$ cat src/verilog/uart_params.svh
//////////////////////////////////////////////////
// uart transmit subsystem parameters
// frame format, command FIFO sizing, baud divisor
//////////////////////////////////////////////////

`ifndef UART_PARAMS_SVH
`define UART_PARAMS_SVH

// serial frame
`define dataBits        8   // data bits per frame
`define sbTick          16  // ticks per bit, stop bit too

// command FIFO
`define fifoDepth       16  // entries, also host credits after reset
`define fifoAddrLen     4   // pointer width

// baud generator
`define baudDivLen      8   // divisor width
`define defaultBaudDiv  3   // 4 clocks per tick after reset

// with divisor N a tick comes every N+1 clocks
// so one bit is `sbTick*(N+1) clocks

`endif

$ cat src/verilog/uartFramePkg.sv
//////////////////////////////////////////////////
// types for the serial frame side
// transmitter FSM states and the frame byte
//////////////////////////////////////////////////

`include "uart_params.svh"

package uartFramePkg;

	// serializer FSM, one state per frame section
	typedef enum logic [1:0]
	{
		stIdle  = 2'b00,  // line held at 1
		stStart = 2'b01,  // start bit, line 0
		stData  = 2'b10,  // data bits, lsb first
		stStop  = 2'b11   // stop bit, line 1
	} txStateT;

	// one byte as it goes out on the line
	typedef logic [`dataBits-1:0] txByteT;

	// 8N1 only, no parity field
	// stop bit length is `sbTick ticks

endpackage

$ cat src/verilog/uartHostPkg.sv
//////////////////////////////////////////////////
// types for the host command word
// command kind, payload union, FIFO entry
//////////////////////////////////////////////////

`include "uart_params.svh"

package uartHostPkg;

	// what the payload means
	typedef enum logic
	{
		kindData   = 1'b0,  // byte to send
		kindConfig = 1'b1   // new baud divisor
	} hostKindT;

	// same 8 bits, read two ways depending on kind
	typedef union packed
	{
		logic [`dataBits-1:0]   asData;    // frame byte
		logic [`baudDivLen-1:0] asConfig;  // divisor, N+1 clocks per tick
	} hostPayloadU;

	// host input word and FIFO entry, 9 bits
	typedef struct packed
	{
		hostKindT    kind;     // msb selects the view
		hostPayloadU payload;
	} hostCmdT;

	// one credit per accepted word

endpackage

$ cat src/verilog/baudTickGen.sv
//////////////////////////////////////////////////
// baud tick generator
// programmable down-counter, one tick per N+1 clocks
//////////////////////////////////////////////////

`include "uart_params.svh"

module baudTickGen
(
	input  logic                   clk,
	input  logic                   reset,
	input  logic [`baudDivLen-1:0] baudDiv,  // N
	output logic                   sTick     // 16x bit rate
);

	logic [`baudDivLen-1:0] countReg;  // clocks left until tick
	logic [`baudDivLen-1:0] lastDiv;   // divisor seen last cycle
	logic                   divChange;

	assign divChange = (baudDiv != lastDiv);

	// no tick in the cycle the rate switches
	assign sTick = (countReg == '0) && !divChange;

	always_ff @(posedge clk or posedge reset)
	begin
		if (reset)
		begin
			countReg <= `baudDivLen'(`defaultBaudDiv);
			lastDiv  <= `baudDivLen'(`defaultBaudDiv);
		end
		else
		begin
			lastDiv <= baudDiv;
			if (divChange || countReg == '0)
				countReg <= baudDiv;  // restart, first tick N+1 clocks on
			else
				countReg <= countReg - 1'b1;
		end
	end

endmodule

$ cat src/verilog/txIntake.sv
//////////////////////////////////////////////////
// command intake
// circular command FIFO with fill count
// credit return on every pop
// head dispatch, byte hand-off or divisor update
//////////////////////////////////////////////////

`include "uart_params.svh"

module txIntake import uartHostPkg::*, uartFramePkg::*;
(
	input  logic                   clk,
	input  logic                   reset,
	input  logic                   cmdValid,      // host write strobe
	input  hostCmdT                cmd,
	output logic                   creditReturn,  // one pulse per pop
	output logic                   txValid,       // head is a byte
	output txByteT                 txByte,
	input  logic                   txAccept,      // serializer took the byte
	input  logic                   busy,          // frame still on the line
	output logic [`baudDivLen-1:0] baudDiv
);

	//////////////////////////////////////////////////
	// storage

	hostCmdT                fifoMem [`fifoDepth];  // payload only, no reset
	logic [`fifoAddrLen-1:0] rdPtr;
	logic [`fifoAddrLen-1:0] wrPtr;
	logic [`fifoAddrLen:0]   fillCnt;               // one bit wider than ptrs

	hostCmdT headCmd;
	logic    isEmpty;
	logic    isFull;
	logic    push;
	logic    pop;
	logic    popData;
	logic    popConfig;

	assign isEmpty = (fillCnt == '0);
	assign isFull  = (fillCnt == (`fifoAddrLen+1)'(`fifoDepth));

	// a write without a credit finds the FIFO full and is dropped
	assign push = cmdValid && !isFull;

	always_ff @(posedge clk)
	begin
		if (push)
			fifoMem[wrPtr] <= cmd;  // stored on the edge with cmdValid
	end

	assign headCmd = fifoMem[rdPtr];  // combinational head read

	//////////////////////////////////////////////////
	// head decode

	// data view goes to the serializer
	assign txValid = !isEmpty && (headCmd.kind == kindData);
	assign txByte  = headCmd.payload.asData;

	assign popData = txValid && txAccept;  // pop in the accept cycle

	// config waits until every earlier frame has left the line
	assign popConfig = !isEmpty && (headCmd.kind == kindConfig) && !busy;

	assign pop          = popData || popConfig;
	assign creditReturn = pop;  // same cycle as the pop

	//////////////////////////////////////////////////
	// pointers, count and divisor

	always_ff @(posedge clk or posedge reset)
	begin
		if (reset)
		begin
			rdPtr   <= '0;
			wrPtr   <= '0;
			fillCnt <= '0;
			baudDiv <= `baudDivLen'(`defaultBaudDiv);
		end
		else
		begin
			if (push)
				wrPtr <= wrPtr + 1'b1;  // wraps at depth
			if (pop)
				rdPtr <= rdPtr + 1'b1;

			// push and pop together leave the count alone
			if (push && !pop)
				fillCnt <= fillCnt + 1'b1;
			else if (pop && !push)
				fillCnt <= fillCnt - 1'b1;

			if (popConfig)
				baudDiv <= headCmd.payload.asConfig;  // tick gen sees it next cycle
		end
	end

endmodule

$ cat src/verilog/uartTrans.sv
//////////////////////////////////////////////////
// 8N1 serializer
// idle/start/data/stop FSM, registered tx
//////////////////////////////////////////////////

`include "uart_params.svh"

module uartTrans import uartFramePkg::*;
(
	input  logic   clk,
	input  logic   reset,
	input  logic   sTick,     // 16x baud tick
	input  logic   txValid,
	input  txByteT txByte,
	output logic   txAccept,  // pulse, byte taken
	output logic   busy,
	output logic   tx          // serial line
);

	localparam int tickCntLen = $clog2(`sbTick);
	localparam int bitCntLen  = $clog2(`dataBits);

	txStateT               stateReg, stateNext;
	logic [tickCntLen-1:0] sReg, sNext;    // ticks within a bit
	logic [bitCntLen-1:0]  nReg, nNext;    // data bit index
	txByteT                bReg, bNext;    // shift register
	logic                  txReg, txNext;
	logic                  lastTick;       // final tick of the current bit

	assign lastTick = sTick && (sReg == tickCntLen'(`sbTick - 1));

	always_ff @(posedge clk or posedge reset)
	begin
		if (reset)
		begin
			stateReg <= stIdle;
			sReg     <= '0;
			nReg     <= '0;
			txReg    <= 1'b1;  // line idles high
		end
		else
		begin
			stateReg <= stateNext;
			sReg     <= sNext;
			nReg     <= nNext;
			txReg    <= txNext;
		end
	end

	always_ff @(posedge clk)
		bReg <= bNext;  // payload

	//////////////////////////////////////////////////
	// next state

	always_comb
	begin
		stateNext = stateReg;
		sNext     = sReg;
		nNext     = nReg;
		bNext     = bReg;
		txNext    = txReg;
		txAccept  = 1'b0;
		// tx follows the state one clock later, same for every bit
		case (stateReg)
			stIdle:
			begin
				txNext = 1'b1;
				if (txValid)
				begin
					txAccept  = 1'b1;    // pop at the intake
					bNext     = txByte;
					sNext     = '0;
					stateNext = stStart;
				end
			end
			stStart:
			begin
				txNext = 1'b0;  // start bit
				if (lastTick)
				begin
					sNext     = '0;
					nNext     = '0;
					stateNext = stData;
				end
				else if (sTick)
					sNext = sReg + 1'b1;
			end
			stData:
			begin
				txNext = bReg[0];  // lsb first
				if (lastTick)
				begin
					sNext = '0;
					bNext = bReg >> 1;
					if (nReg == bitCntLen'(`dataBits - 1))
						stateNext = stStop;
					else
						nNext = nReg + 1'b1;
				end
				else if (sTick)
					sNext = sReg + 1'b1;
			end
			stStop:
			begin
				txNext = 1'b1;
				if (lastTick)
				begin
					sNext     = '0;
					stateNext = stIdle;  // ready for the next byte next cycle
				end
				else if (sTick)
					sNext = sReg + 1'b1;
			end
			default: stateNext = stIdle;
		endcase
	end

	assign busy = (stateReg != stIdle);
	assign tx   = txReg;

endmodule

$ cat src/verilog/uartTxTop.sv
//////////////////////////////////////////////////
// uart transmit top level
// intake, baud tick generator, serializer
//////////////////////////////////////////////////

`include "uart_params.svh"

module uartTxTop import uartHostPkg::*, uartFramePkg::*;
(
	input  logic    clk,
	input  logic    reset,
	input  logic    cmdValid,
	input  hostCmdT cmd,
	output logic    creditReturn,
	output logic    tx
);

	logic                   txValid;   // intake to serializer
	txByteT                 txByte;
	logic                   txAccept;  // serializer back to intake
	logic                   busy;
	logic [`baudDivLen-1:0] baudDiv;   // intake to tick gen
	logic                   sTick;

	txIntake intake_i (.clk, .reset, .cmdValid, .cmd, .creditReturn,
		.txValid, .txByte, .txAccept, .busy, .baudDiv);

	baudTickGen tickGen_i (.clk, .reset, .baudDiv, .sTick);

	// tx comes straight off the serializer register
	uartTrans trans_i (.clk, .reset, .sTick, .txValid, .txByte,
		.txAccept, .busy, .tx);

endmodule

$ cat config.mk
export PLATFORM = sky130hd
export DESIGN_NAME = uartTxTop
export DESIGN_NICKNAME = d
export VERILOG_FILES = /design/src/verilog/uartFramePkg.sv /design/src/verilog/uartHostPkg.sv /design/src/verilog/baudTickGen.sv /design/src/verilog/txIntake.sv /design/src/verilog/uartTrans.sv /design/src/verilog/uartTxTop.sv
export VERILOG_INCLUDE_DIRS = /design/src /design/src/verilog
export SDC_FILE = /design/constraint.sdc
export NUM_CORES = 1
export LEC_CHECK = 0
export BUFFER_PORTS_ARGS = -buffer_cell sky130_fd_sc_hd__buf_2
export CORE_ASPECT_RATIO = 2
export CORE_UTILIZATION = 58
export DETAILED_ROUTE_END_ITERATION = 10
export GPL_TIMING_DRIVEN = 0
export PLACE_DENSITY = 0.85
export SLEW_MARGIN = 20
export SYNTH_ARGS = -nofsm -noshare
export SYNTH_HDL_FRONTEND = slang
export SYNTH_SLANG_ARGS = --single-unit
$ cat constraint.sdc
create_clock -name clk -period 2.6 [get_ports clk]
set_input_delay 0.39 -clock clk [delete_from_list [all_inputs] [get_ports clk]]
set_output_delay 0.39 -clock clk [all_outputs]
set_load 0.005 [all_outputs]
==> results.cfg <==
[drt]
drt-total-wl_mm = 15.5
firstDrtPassIters = 4
wl_per_cell_um = 22.1
drt-vias-per-instance = 5.84
drtIter0Drc = 218
num_vias = 4108
postRouteAntennaNets = 0
drc = 0

[cells_and_area]
utilization_pct = 66.5
nFillCells = 916
final_common_cell = edfxtp_1
n_antenna_cell = 0
synthToLayoutAreaGrowth_pct = 12.3
layout-drive-gt1-share_pct = 26.1
seqCellArea_mm2 = 0.00575
final_cell_mix = 152 x edfxtp_1, 38 x dfrtp_1, 37 x mux4_2, 33 x nand2_1, 22 x nor2_1
final_nets = 533
multi_input_area_mm2 = 0.00237
final_cells = 703

[power]
combPwrFrac_pct = 33.1
p_per_area_mw_per_mm2 = 1150
power.leakage_nw = 3.29
seq_power_share_pct = 42.8
switching_share_pct = 31.7
ir_drop_mv = 0.817
pwr-share-clk_pct = 24.1
switching_power_mw = 3.36
internal_power_mw = 7.25

[logic_synthesis]
synth_top_flop_cell = edfxtp_1
synth_area_mm2 = 0.00823
yosysWarnings = 0
synth-seq-cells = 199
syn_avg_cell_area_um2 = 17.8
synth_fp_nets = 494
ys_async_sr_fraction_pct = 23.6
synth_edf_count = 152
ys_seq_area_share_pct = 69.9
synthTopCellsByArea = edfxtp_1 55%, dfrtp_1 12%, mux4_2 10%
synthCells = 462
synth_top_cell_area_share_pct = 55.5
synth.distinct_cells = 44
yosysTopAreaCell = edfxtp_1

[sta]
finalHoldViolCount = 0
relSlewSlack_pct = 27.9
slew_viol_final = 0
setup_ws_ns = 0.0856
rsz0062_at_grt = false
timing.fmax_ghz = 0.398
setup_viol = 0
finalCritPeriodShare_pct = 96.7
period_minus_slack_ns = 2.51
worstMarginPinSlew_ns = 1.08
finalClockSkew_ns = 0.00840

[placement]
dp_hpwl_mm = 11.0
placed_cells = 669
place_congestion = 0.798
detailedPlace.worstSlack_ns = -0.420
portBuffers = 13

[status]
outcome = finished clean

[clock_network]
cts_buffers = 17
path_clk_slew_ns = 0.07
cts_htree_levels = 4
clockBufferDepth = 2
clock-root-buffer = clkbuf_16
insertion_delay_ns = 0.44
cts_tree = done
cts_sinks = 199

[floorplan]
rows = 61
fp.dieArea_mm2 = 0.0147
start_util_pct = 59.2
io_pins = 14
die_w_um = 86.2
die_h_um = 170
core_area_mm2 = 0.0139

[critical_path]
path_max_fanout = 10
cp.arrival_ns = 2.70
cp-end-kind = flop
r2r_cells = 5
startpoint_type = flop
worstPathRequired_ns = 2.78
critical_path_class = flop to flop

[grt]
antenna_found_initial = 0
grt_pass1_vias = 4400
grt-ovfl-total = 0
grt_pass1_wl_mm = 24.4
grt_max_degree = 31
grt_usage_pct = 23.8

[hold_path]
min_path_type = primary input to flop
hold_depth = 1

[flow_run]
max-cap-violations = 0
through the flow:
stage / TNS [ns] / total power [mW] / area (um2) / hold WS [ns]
6_report: 0 / 10.6 / 9240 / 0.330
5_1_grt: 0 / 11.1 / 9240 / 0.321
4_1_cts: 0 / 10.6 / 9210 / 0.309
3_5_place_dp: -8.91 / 8.01 / 8600 / 0.380
3_3_place_gp: -20.85 / 7.75 / 8530 / 0.377
2_1_floorplan: 0 / 7.08 / 8230 / 0.372
critical path, stage by stage, from the launching register on:
cell and delay, ns:
dfrtp_1 0.42, clkbuf_2 0.33, buf_2 0.36, mux4_2 0.36, mux4_2 0.50, mux2_2 0.28
per-layer routing:
layer	wire, um	global-route usage [%]
met5	0	0
met4	471	11.8
met3	340	4.61
met2	9290	44.4
met1	5440	24.8
repair_timing:
| item | CTS | global route |
|---|---|---|
| gates resized for setup | 8 | 7 |
| pin swaps | 0 | 3 |
| endpoints found under the setup margin | 79 | 10 |
| hold endpoints to repair | 17 | 0 |
| hold buffers | 1 | 0 |
| buffers inserted | 0 | 1 |
synth_stat cells (7+ instances only):
cell type / number
dfstp_2: 7
mux2_2: 15
nor2_1: 23
mux4_2: 37
edfxtp_1: 152
ha_1: 19
xnor2_1: 20
clkbuf_1: 7
inv_1: 15
nand3_1: 7
o21ai_0: 15
nand2_1: 34
dfrtp_1: 40
sequential cells by signal, indices dropped and copies added, names as in the netlist, 2 cells and up:
name,flops
trans_i.stateReg,2
tickGen_i.countReg,8
trans_i.nReg,3
tickGen_i.lastDiv,8
trans_i.sReg,4
intake_i.baudDiv,8
trans_i.bReg,8
intake_i.rdPtr,4
intake_i.fillCnt,5
intake_i.wrPtr,4
intake_i.fifoMem,144
cell type report:
| class | count | area share (%) |
|---|---|---|
| buffer | 16 | 1.27 |
| clock buffer | 20 | 4.94 |
| clock inverter | 12 | 1.23 |
| inverter | 16 | 0.650 |
| multi-input combinational | 231 | 25.7 |
| sequential | 199 | 62.2 |
| tap | 189 | 2.56 |
| timing repair buffer | 20 | 1.44 |
worst paths after layout:
path	start	endpoint	slack, ns
worst max-delay path	intake_i.rdPtr[1]	trans_i.bReg[5]	0.09
worst min-delay path	cmd[6]	intake_i.fifoMem[9][6]	0.33
worst max register to register	intake_i.rdPtr[1]	trans_i.bReg[5]	0.09
worst min register to register	intake_i.baudDiv[0]	tickGen_i.lastDiv[0]	0.39
max in group asynchronous	reset	intake_i.baudDiv[1]	1.54
min in group asynchronous	reset	intake_i.fillCnt[2]	0.50
power groups by stage:
stage	clock, mW	combinational, mW	sequential, mW
floorplan	0	2.62	4.47
global placement	0	3.21	4.54
detailed placement	0	3.43	4.58
CTS	2.58	3.47	4.54
global route	2.71	3.81	4.60
finish	2.56	3.51	4.55
logic make-up (layout without fill, tap and decap cells):
group	Yosys count	count (layout)	synth area share [%]
buf+inv	32	84	2.11
mux	63	63	14.5
simple gates	84	84	4.55
flops	199	199	69.9
compound gates	39	39	3.12
fa+ha+maj	20	20	3.13
xor+xnor	25	25	2.66
Power figures use the tool's default switching activity.
